<file path="src/common/simon_pkg.sv">
/* Simon game shared types */

`default_nettype none

package simon_pkg;

  // Colour buttons on ui_in[3:0]
  localparam int num_buttons = 4;

  // Colour code, also the lamp index on uo_out[3:0]
  typedef enum logic [1:0] {
    red    = 2'd0,  // uo_out[0]
    green  = 2'd1,  // uo_out[1]
    blue   = 2'd2,  // uo_out[2]
    yellow = 2'd3   // uo_out[3]
  } color_t;

  // Game controller FSM
  typedef enum logic [2:0] {
    idle       = 3'd0,  // After reset, waits for start
    extend     = 3'd1,  // Append one random colour
    show_on    = 3'd2,  // Lamp lit
    show_off   = 3'd3,  // Dark gap after each lamp
    wait_input = 3'd4,  // Player repeats the pattern
    game_lose  = 3'd5,  // Wrong press, hold lose
    game_win   = 3'd6   // Full depth done, hold win
  } game_state_t;

endpackage

`default_nettype wire

</file>
<file path="src/io_sync/io_sync.sv">
/* Button synchronizer and debouncer */

`timescale 1ns/1ps
`default_nettype none

module io_sync #(
  parameter int debounce_cycles = 16
) (
  input  logic                             clk,
  input  logic                             rst_n,
  input  logic [simon_pkg::num_buttons-1:0] buttons,
  input  logic                             start,
  output logic                             press_valid,
  output simon_pkg::color_t                press_color,
  output logic                             start_pulse
);
  import simon_pkg::*;

  localparam int cw = $clog2(debounce_cycles + 1);

  logic [num_buttons-1:0] btn_meta;
  logic [num_buttons-1:0] btn_sync;
  logic [num_buttons-1:0] btn_last;   // Previous synced level
  logic [cw-1:0]          btn_cnt;
  logic                   btn_stable;
  logic                   btn_armed;  // All released seen
  logic                   btn_single;
  color_t                 btn_color;
  logic                   start_meta;
  logic                   start_sync;
  logic                   start_last;
  logic [cw-1:0]          start_cnt;
  logic                   start_stable;
  logic                   start_armed;

  // Two-flop synchronizers plus one delay for change detect
  always_ff @(posedge clk) begin
    if (!rst_n) begin
      btn_meta   <= '0;
      btn_sync   <= '0;
      btn_last   <= '0;
      start_meta <= 1'b0;
      start_sync <= 1'b0;
      start_last <= 1'b0;
    end else begin
      btn_meta   <= buttons;
      btn_sync   <= btn_meta;
      btn_last   <= btn_sync;
      start_meta <= start;
      start_sync <= start_meta;
      start_last <= start_sync;
    end
  end

  // Counter lags a level change by one cycle
  assign btn_stable   = (btn_cnt == cw'(debounce_cycles)) && (btn_sync == btn_last);
  assign start_stable = (start_cnt == cw'(debounce_cycles)) && (start_sync == start_last);

  // Stability counters, restart on any level change
  always_ff @(posedge clk) begin
    if (!rst_n) begin
      btn_cnt   <= '0;
      start_cnt <= '0;
    end else begin
      if (btn_sync != btn_last) btn_cnt <= '0;
      else if (!btn_stable) btn_cnt <= btn_cnt + cw'(1);  // Saturate at limit
      if (start_sync != start_last) start_cnt <= '0;
      else if (!start_stable) start_cnt <= start_cnt + cw'(1);
    end
  end

  // One-hot to colour, chords give no press
  always_comb begin
    btn_single = 1'b1;
    btn_color  = red;
    case (btn_sync)
      4'b0001: btn_color = red;
      4'b0010: btn_color = green;
      4'b0100: btn_color = blue;
      4'b1000: btn_color = yellow;
      default: btn_single = 1'b0;
    endcase
  end

  // Press and start events, re-armed only by a stable release
  always_ff @(posedge clk) begin
    if (!rst_n) begin
      btn_armed   <= 1'b0;
      press_valid <= 1'b0;
      start_armed <= 1'b0;
      start_pulse <= 1'b0;
    end else begin
      press_valid <= 1'b0;
      start_pulse <= 1'b0;
      if (btn_stable) begin
        if (btn_sync == '0) begin
          btn_armed <= 1'b1;
        end else if (btn_armed) begin
          btn_armed   <= 1'b0;        // Chord also disarms
          press_valid <= btn_single;
        end
      end
      if (start_stable) begin
        if (!start_sync) begin
          start_armed <= 1'b1;
        end else if (start_armed) begin
          start_armed <= 1'b0;
          start_pulse <= 1'b1;        // Rising edge event
        end
      end
    end
  end

  // Colour payload, valid alongside press_valid
  always_ff @(posedge clk) begin
    if (btn_stable && btn_single) press_color <= btn_color;
  end

endmodule : io_sync

`default_nettype wire

</file>
<file path="src/design/rng.sv">
/* Random colour LFSR */

`timescale 1ns/1ps
`default_nettype none

module rng (
  input  logic              clk,
  input  logic              rst_n,
  output simon_pkg::color_t rand_color
);
  import simon_pkg::*;

  logic [15:0] lfsr;
  logic        feedback;

  // Taps 16, 14, 13, 11 for maximal length
  assign feedback = lfsr[15] ^ lfsr[13] ^ lfsr[12] ^ lfsr[10];

  always_ff @(posedge clk) begin
    if (!rst_n) begin
      lfsr <= 16'hACE1;  // Any nonzero seed
    end else begin
      lfsr <= {lfsr[14:0], feedback};  // Steps every cycle
    end
  end

  // Low two bits as the colour
  assign rand_color = color_t'(lfsr[1:0]);

endmodule : rng

`default_nettype wire

</file>
<file path="src/design/seq_mem.sv">
/* Colour sequence memory */

`timescale 1ns/1ps
`default_nettype none

module seq_mem #(
  parameter int depth = 16
) (
  input  logic                     clk,
  input  logic                     wr_en,
  input  logic [$clog2(depth)-1:0] wr_addr,
  input  simon_pkg::color_t        wr_color,
  input  logic [$clog2(depth)-1:0] rd_addr,
  output simon_pkg::color_t        rd_color
);
  import simon_pkg::*;

  // One colour per round position
  color_t mem [depth];

  // Synchronous write port
  always_ff @(posedge clk) begin
    if (wr_en) begin
      mem[wr_addr] <= wr_color;
    end
  end

  // Read is combinational, no latency
  assign rd_color = mem[rd_addr];

endmodule : seq_mem

`default_nettype wire

</file>
<file path="src/design/lamp_timer.sv">
/* Lamp on and gap timer */

`timescale 1ns/1ps
`default_nettype none

module lamp_timer #(
  parameter int lamp_cycles = 8
) (
  input  logic clk,
  input  logic rst_n,
  input  logic timer_start,
  output logic timer_done
);

  localparam int cw = $clog2(lamp_cycles + 1);

  logic [cw-1:0] count;  // Cycles left before done
  logic          busy;

  always_ff @(posedge clk) begin
    if (!rst_n) begin
      count <= '0;
      busy  <= 1'b0;
    end else if (timer_start) begin
      count <= cw'(lamp_cycles - 1);  // Start wins over a pending done
      busy  <= 1'b1;
    end else if (busy) begin
      if (count == '0) busy <= 1'b0;
      else count <= count - cw'(1);
    end
  end

  // Done lamp_cycles cycles after start
  assign timer_done = busy && (count == '0);

endmodule : lamp_timer

`default_nettype wire

</file>
<file path="src/controller/controller.sv">
/* Simon game controller */

`timescale 1ns/1ps
`default_nettype none

module controller #(
  parameter int depth = 16
) (
  input  logic                     clk,
  input  logic                     rst_n,
  input  logic                     press_valid,
  input  simon_pkg::color_t        press_color,
  input  logic                     start_pulse,
  input  simon_pkg::color_t        rand_color,
  input  simon_pkg::color_t        rd_color,
  input  logic                     timer_done,
  output logic                     wr_en,
  output logic [$clog2(depth)-1:0] wr_addr,
  output simon_pkg::color_t        wr_color,
  output logic [$clog2(depth)-1:0] rd_addr,
  output logic                     timer_start,
  output logic                     lamp_ena,
  output simon_pkg::color_t        lamp_color,
  output logic                     lose,
  output logic                     win,
  output logic                     hs
);
  import simon_pkg::*;

  localparam int aw = $clog2(depth);      // Memory address
  localparam int sw = $clog2(depth + 1);  // Round length and score

  game_state_t   state;
  logic [sw-1:0] round_len;   // Colours in the current pattern
  logic [aw-1:0] pos;         // Position within the round
  logic [sw-1:0] best_score;
  logic [sw-1:0] end_score;   // Score if this press ends the game
  logic          last_pos;
  logic          final_round;
  logic          press_ok;
  logic          game_over;
  logic          new_best;

  assign last_pos    = (sw'(pos) + sw'(1)) == round_len;
  assign final_round = round_len == sw'(depth);
  assign press_ok    = press_color == rd_color;

  // Wrong press scores round-1, finishing the last round scores depth
  assign end_score = press_ok ? round_len : round_len - sw'(1);
  assign game_over = (state == wait_input) && press_valid &&
                     (!press_ok || (last_pos && final_round));
  assign new_best  = end_score > best_score;

  always_ff @(posedge clk) begin
    if (!rst_n) begin
      state      <= idle;
      round_len  <= '0;
      pos        <= '0;
      best_score <= '0;
      lose       <= 1'b0;
      win        <= 1'b0;
      hs         <= 1'b0;
    end else begin
      unique case (state)
        idle, game_lose, game_win: begin
          if (start_pulse) begin       // New game, flags cleared
            state     <= extend;
            round_len <= '0;
            pos       <= '0;
            lose      <= 1'b0;
            win       <= 1'b0;
            hs        <= 1'b0;
          end
        end
        extend: begin
          round_len <= round_len + sw'(1);  // New colour written this cycle
          pos       <= '0;
          state     <= show_on;
        end
        show_on: begin
          if (timer_done) state <= show_off;
        end
        show_off: begin
          if (timer_done) begin
            if (last_pos) begin
              pos   <= '0;
              state <= wait_input;
            end else begin
              pos   <= pos + aw'(1);
              state <= show_on;
            end
          end
        end
        wait_input: begin
          if (press_valid) begin
            if (!press_ok) begin
              state <= game_lose;
              lose  <= 1'b1;
            end else if (!last_pos) begin
              pos <= pos + aw'(1);
            end else if (final_round) begin
              state <= game_win;
              win   <= 1'b1;
            end else begin
              state <= extend;          // Next round
            end
          end
        end
        default: state <= idle;
      endcase

      // Best score kept across games
      if (game_over) begin
        hs <= new_best;
        if (new_best) best_score <= end_score;
      end
    end
  end

  assign wr_en      = state == extend;
  assign wr_addr    = round_len[aw-1:0];  // Append after the last colour
  assign wr_color   = rand_color;
  assign rd_addr    = pos;
  assign lamp_ena   = state == show_on;
  assign lamp_color = rd_color;

  // Load timer for each lamp and each gap except the final gap's end
  assign timer_start = (state == extend) ||
                       (timer_done && ((state == show_on) ||
                                       ((state == show_off) && !last_pos)));

endmodule : controller

`default_nettype wire

</file>
<file path="src/design/simon_top.sv">
/* Simon game top level */

`timescale 1ns/1ps
`default_nettype none

module simon_top #(
  parameter int depth           = 16,
  parameter int lamp_cycles     = 2_500_000,
  parameter int debounce_cycles = 50_000
) (
  input  logic [7:0] ui_in,    // [3:0] colours, [5] start
  output logic [7:0] uo_out,   // [3:0] lamps, [4] hs, [5] lose, [6] win
  input  logic [7:0] uio_in,   // Unused
  output logic [7:0] uio_out,
  output logic [7:0] uio_oe,
  input  logic       ena,      // Ignored
  input  logic       clk,
  input  logic       rst_n
);
  import simon_pkg::*;

  localparam int aw = $clog2(depth);

  logic                   press_valid;
  color_t                 press_color;
  logic                   start_pulse;
  color_t                 rand_color;
  logic                   wr_en;
  logic [aw-1:0]          wr_addr;
  color_t                 wr_color;
  logic [aw-1:0]          rd_addr;
  color_t                 rd_color;
  logic                   timer_start;
  logic                   timer_done;
  logic                   lamp_ena;
  color_t                 lamp_color;
  logic                   lose;
  logic                   win;
  logic                   hs;
  logic [num_buttons-1:0] lamps;

  // Bidirectional pins unused
  assign uio_out = '0;
  assign uio_oe  = '0;

  // Colour code to one-hot lamp
  always_comb begin
    lamps = '0;
    if (lamp_ena) lamps[lamp_color] = 1'b1;
  end

  assign uo_out = {1'b0, win, lose, hs, lamps};

  io_sync #(
    .debounce_cycles ( debounce_cycles )
  ) io_sync_u1 (
    .clk         ( clk                    ),
    .rst_n       ( rst_n                  ),
    .buttons     ( ui_in[num_buttons-1:0] ),
    .start       ( ui_in[5]               ),
    .press_valid ( press_valid            ),
    .press_color ( press_color            ),
    .start_pulse ( start_pulse            )
  );

  rng rng_u1 (
    .clk        ( clk        ),
    .rst_n      ( rst_n      ),
    .rand_color ( rand_color )
  );

  seq_mem #(
    .depth ( depth )
  ) seq_mem_u1 (
    .clk      ( clk      ),
    .wr_en    ( wr_en    ),
    .wr_addr  ( wr_addr  ),
    .wr_color ( wr_color ),
    .rd_addr  ( rd_addr  ),
    .rd_color ( rd_color )
  );

  lamp_timer #(
    .lamp_cycles ( lamp_cycles )
  ) lamp_timer_u1 (
    .clk         ( clk         ),
    .rst_n       ( rst_n       ),
    .timer_start ( timer_start ),
    .timer_done  ( timer_done  )
  );

  controller #(
    .depth ( depth )
  ) controller_u1 (
    .clk         ( clk         ),
    .rst_n       ( rst_n       ),
    .press_valid ( press_valid ),
    .press_color ( press_color ),
    .start_pulse ( start_pulse ),
    .rand_color  ( rand_color  ),
    .rd_color    ( rd_color    ),
    .timer_done  ( timer_done  ),
    .wr_en       ( wr_en       ),
    .wr_addr     ( wr_addr     ),
    .wr_color    ( wr_color    ),
    .rd_addr     ( rd_addr     ),
    .timer_start ( timer_start ),
    .lamp_ena    ( lamp_ena    ),
    .lamp_color  ( lamp_color  ),
    .lose        ( lose        ),
    .win         ( win         ),
    .hs          ( hs          )
  );

endmodule : simon_top

`default_nettype wire

</file>
<file path="config.mk">
export PLATFORM = sky130hd
export DESIGN_NAME = simon_top
export DESIGN_NICKNAME = d
export VERILOG_FILES = /design/src/common/simon_pkg.sv /design/src/io_sync/io_sync.sv /design/src/design/rng.sv /design/src/design/seq_mem.sv /design/src/design/lamp_timer.sv /design/src/controller/controller.sv /design/src/design/simon_top.sv
export SDC_FILE = /design/constraint.sdc
export NUM_CORES = 1
export LEC_CHECK = 0
export BUFFER_PORTS_ARGS = -buffer_cell sky130_fd_sc_hd__buf_2
export CORE_UTILIZATION = 45
export DETAILED_ROUTE_END_ITERATION = 8
export HOLD_SLACK_MARGIN = 0.02
export PLACE_DENSITY_LB_ADDON = 0.05
export SLEW_MARGIN = 20
export SYNTH_ARGS = -nofsm -noshare
export SYNTH_HDL_FRONTEND = slang
export SYNTH_HIERARCHICAL = 1
export SYNTH_SLANG_ARGS = --single-unit
</file>
<file path="constraint.sdc">
create_clock -name clk -period 5.3 [get_ports clk]
set_clock_uncertainty 0.15 [all_clocks]
set_input_delay 0.795 -clock clk [delete_from_list [all_inputs] [get_ports clk]]
set_output_delay 0.795 -clock clk [all_outputs]
set_load 0.1 [all_outputs]
</file>
# Yosys cells after proc, flatten, opt, wreduce, memory -nomap -nowiden
# Memories as Yosys holds them, arrays and structs flattened. A register that Yosys moved wholly into a read port is not among the register bits.
# Index checks and enable logic that the tools add are counted.
# word_totals
latch_bits,0
input_bits,19
word_cells,160
memories,1
ram_bits,32
romBits,0
out_inout_bits,24
register_bits,112
# op_classes
div_mod_pow,0
mul,0
order_cmp,3
shift,0
n_eq_ne,30
muxes,48
addsub,7
n_reduce_logical,40
bitwise_logic,7
# mem_list
memory,words,width,read_ports,rd_clocked_by_memory_dff,write_ports,line,rtl
seq_mem_u1.mem,16,2,1,1,1,seq_mem.sv:19,color_t mem [depth];
# ops
cell,count
$mux 22,3
$mux 4,9
$add 16x1->16 const B,2
$eq 16x16->1 const B,2
$mux 3,8
$logic_not 22->1,1
$sub 22x1->22 const B,1
$mux 1,19
$pmux 4 s4,1
$pmux 3 s5,1
$ne 2x1->1 const B,6
$reduce_and 6->1,2
$logic_and 1x1->1,10
$mux 5,2
$pmux 5 s2,1
$reduce_and 2->1,5
$reduce_bool 2->1,5
$eq 3x3->1 const B,3
$ne 2x2->1 const B,4
$reduce_or 4->1,2
$eq 3x2->1 const B,2
$pmux 2 s3,1
$reduce_or 2->1,3
$add 4x1->5 const B,1
32 further kinds,41

# Longest topological paths before layout
# depth
word_depth,9
mapped_depth,14
mapped_depth_nobuf,13

# By module
# The synthesis kept the hierarchy.
# modules_own_cells
module,instances,cells_each,seq_area_each_um2,area_per_inst_um2
io_sync,1,239,1081.0,2277.2
controller,1,192,400.4,1512.7
seq_mem,1,76,960.9,1340.0
lamp_timer,1,136,460.4,1326.3
rng,1,38,320.3,473.0
simon_top,1,25,0.0,191.4

# Worst setup path before layout
# No wires, ideal clock.
# synth_timing
path_kind,flip-flop to flip-flop
startpoint,register controller_u1.pos[0] (netlist: controller_u1/rd_addr[0])
endpoint,register controller_u1.best_score[3]
path_stages_with_launch,15
path_slack_ns,1.556
period_less_slack_ns,3.744
required_time_ns,5.034
arrival_ns,3.478
path_cell_list,dfxtp_1 buf_6 mux4_2 a22oi_1 nand3_1 xor2_1 nor2_1 or4_1 xnor2_1 ha_1 nand4_1 mux2i_1 a211o_1 or3_1 o211a_1
# synth_via
elab_chain_len,6
# synth_lines
item,line,rtl
start: declaration,controller.sv:35,logic [aw-1:0] pos;
start signal: assignment,controller.sv:89,pos <= pos + aw'(1);
start signal: assignment,controller.sv:100,pos <= pos + aw'(1);
$add 4x1->5,controller.sv:44,assign last_pos = (sw'(pos) + sw'(1)) == round_len;
$eq 5x5->1,controller.sv:44,
$logic_and 1x1->1,controller.sv:51,(!press_ok || (last_pos && final_round));
$logic_or 1x1->1,controller.sv:51,
$logic_and 1x1->1,controller.sv:50,assign game_over = (state == wait_input) && press_valid &&
$reduce_and 2->1 (no source line),n/a,
end signal: assignment,controller.sv:115,if (new_best) best_score <= end_score;
end: declaration,controller.sv:36,logic [sw-1:0] best_score;
# No other way between the ends.
# A chain may end at the register's enable or synchronous reset.

# Worst setup path after layout
# layout_timing
startpoint,register controller_u1.pos[0] (netlist: controller_u1/rd_addr[0])
endpoint,register controller_u1.best_score[4]
# Same word-level chain as after synthesis.

==> impl_metrics.yaml <==
route:
  avgViaCountPerCell: 5.33
  drt-initial-drc-count: 278
  dr.pass1.iters: 4
  postRouteAntennaNets: 0
  drc: 0
  wl_per_cell_um: 14.4
  vias: 4956
  routed_wl_mm: 13.4
clock_network:
  postCtsHoldBufs: 0
  cts_setup_buffers: 0
  cts_root_buffer: "clkbuf_16"
  cts.path.max_buffers: 2
  cts_made_buffers: 17
  clk_latency_ps: 410
  tritoncts: "done"
  path_clk_slew_ps: 60
  h-tree-depth: 4
  numClockSinks: 144
  post_cts_resized: 0
synthesis:
  syn_area_per_cell_um2: 10.1
  ys_seq_elements: 144
  synth_area_leaders: "dfxtp_1, edfxtp_1, xor2_1"
  synth_xor_area_share_pct: 7.87
  synth_top_family_by_area: "simple AND/OR/NAND/NOR gates"
  yosysMostFrequentCell: "dfxtp_1"
  netlist_instances: 706
  synth_seq_area_share_pct: 45.3
  synth_compound_area_share_pct: 10.3
  synth_warnings: 6
  ys.flop_type: "dfxtp_1"
  yosys.area_share.simple_pct: 23.5
  syn-cell-area_mm2: 0.00712
  synth_common_cells: "dfxtp_1, nor2_1, xor2_1"
  synth_cell_types: 79
  synth_top_area_share_pct: 30.9
  synthMuxAreaShare_pct: 4.16
  async_flop_share_pct: 0
  synth-adder-area-share_pct: 2.64
  synth_top_area_cell: "dfxtp_1"
  synth-edff-count: 34
global_route:
  grt_pass1_vias: 4741
  grt_max_degree: 52
  grt_pass1_wl_mm: 23.0
  grt.total_usage_pct: 17.7
  antenna_found_initial: 0
  grt_overflow: 0
worst_setup_path:
  crit_path_start_kind: "flop"
  end_kind: "flop"
  worstPathArrival_ps: 4650
  crit_buf_inv: 0
  cp_max_fo: 10
  crit_family: "simple AND/OR/NAND/NOR gates"
  cp.required_ps: 5460
  critPathKind: "reg2reg"
  critical_path.cell_chain: "mux4_2 > a22oi_1 > nand3_1 > xor2_1 > nor2_1 > or4_1 > xnor2_1 > ha_1 > nand4_1 > mux2i_1 > a211o_1 > or3_1 > o211a_1"
  slowest_stage: "dfxtp_1"
  slowest_delay_ps: 690
power:
  intPower_mw: 2.18
  power_mw: 3.28
  irDropWorstVdd_mv: 0.229
  power_switching_mw: 1.10
  leakage_nw: 2.87
  p_per_area_mw_per_mm2: 423
  pwr-share-comb_pct: 25.9
  clkPwrFrac_pct: 34.3
  switching_share_pct: 33.7
  seqPwrFrac_pct: 39.8
final_layout:
  instances_no_fill: 929
  final_layout_size_suffix_gt1_share_pct: 10.9
  antennaDiodeCount: 0
  regArea_mm2: 0.00322
  multi_input_area_mm2: 0.00352
  fin_nets: 739
  area_growth_pct: 8.93
  n_fill_cell: 1436
timing:
  min_period_ps: 4490
  rsz0062_at_grt: "false"
  setup-tns-final_ps: 0
  drv_slew: 0
  max_freq_mhz: 223
  slew_headroom_pct: 50.8
  worst_pin_slew_ps: 736
  hold_viol: 0
  min_period_over_period_pct: 84.7
  hold_slack_ps: 260
  setup_viol: 0
placement:
  io_buffers: 13
  place_hpwl_mm: 9.10
  globalplace.congestion: 0.838
  dp.cells: 897
job:
  cap_violations: 0
worst_hold_path:
  hp-class: "reg2reg"
floorplanning:
  std_cell_rows: 45
  ios: 43
  die_x_um: 128
  dieArea_mm2: 0.0163
  die_y_um: 128
  initial_core_util_pct: 46.5
  coreArea_mm2: 0.0153
status:
  status: "finished, final reports clean"
-- flip-flops by register name, indices dropped and copies added, names as in the netlist, 2 cells and up --
| register | count |
|---|---|
| io_sync_u1/btn_last | 4 |
| seq_mem_u1/mem | 32 |
| controller_u1/rd_addr | 4 |
| io_sync_u1/btn_sync | 4 |
| controller_u1/round_len | 5 |
| io_sync_u1/btn_meta | 4 |
| rng_u1/lfsr | 16 |
| io_sync_u1/start_cnt | 16 |
| controller_u1/state | 3 |
| io_sync_u1/press_color | 2 |
| io_sync_u1/btn_cnt | 16 |
| lamp_timer_u1/count | 22 |
| controller_u1/best_score | 5 |
-- worst reg2reg max path: stages, from the launching register on --
cell     delay [ps]
dfxtp_1         690
mux4_2          570
a22oi_1         210
nand3_1         240
xor2_1          310
nor2_1          210
or4_1           470
xnor2_1         260
ha_1            320
nand4_1          90
mux2i_1          80
a211o_1         340
or3_1           330
o211a_1         130
-- routing by layer --
layer,GRT usage [%],wire length [um],vias to the layer above
met2,28.4,6120,90
li1,-,-,2474
met1,23.5,6710,2383
met4,5.19,121,0
met5,0,0,-
met3,4.51,459,9
-- worst paths after layout --
path / from / endpoint / slack [ps] / cells past startpoint
max: controller_u1/rd_addr[0] / controller_u1/best_score[4] / 810 / 13
min: rng_u1/lfsr[4] / rng_u1/lfsr[5] / 260 / 1
max reg2reg: controller_u1/rd_addr[0] / controller_u1/best_score[4] / 810 / 13
min reg2reg: rng_u1/lfsr[4] / rng_u1/lfsr[5] / 260 / 1
-- logic make-up after synthesis --
family          count (synthesis)
mux                            18
buf+inv                        80
simple gates                  287
other cells                     1
fa+ha+maj                      15
xor+xnor                       64
compound gates                 97
flops                         144
-- stage by stage --
| stage | worst slack, ps | cell area [um^2] | utilization (%) |
|---|---|---|---|
| 2_1_floorplan | 1560 | 7180 | - |
| 4_1_cts | 788 | 7750 | 50.6 |
| 5_1_grt | 472 | 7760 | 50.6 |
| 6_report | 812 | 7760 | 50.6 |
| 3_3_place_gp | 912 | 7200 | 47.0 |
| 3_5_place_dp | 853 | 7200 | 47.0 |
-- cell type report --
class                      count  share of cell area [%]
timing repair buffer          16                    1.13
multi-input combinational    498                    45.4
inverter                      28                    1.36
tap                          211                    3.40
sequential                   144                    41.6
clock inverter                13                    1.56
clock buffer                  19                    5.58
-- power by group through the flow --
stage / registers (mW) / clock network (mW) / logic, mW
3_3_place_gp: 1.33 / 0 / 0.834
4_1_cts: 1.31 / 1.16 / 0.846
2_1_floorplan: 1.29 / 0 / 0.770
3_5_place_dp: 1.33 / 0 / 0.839
6_report: 1.31 / 1.12 / 0.850
5_1_grt: 1.32 / 1.20 / 0.933
-- placed cells by master (no fill, tap or decap), types with 5 or more instances in the layout --
cell type  count
and3_1         5
nand3b_1       6
conb_1        17
dfxtp_1      110
or3_1         11
nor2b_1        5
clkbuf_16     17
xor2_1        36
nand4_1       12
a21oi_1       22
nand3_1       34
edfxtp_1      34
mux2i_1        9
ha_1          15
nand2b_1      14
o21a_1        13
nor4_1         7
buf_2         13
nand2_1       33
and2_1        28
nor2_1        66
a31oi_1        8
inv_1         28
nor3_1        17
or4_1          5
xnor2_1       28
o21ai_0       13
No activity file was read; power rests on OpenSTA's default activity.
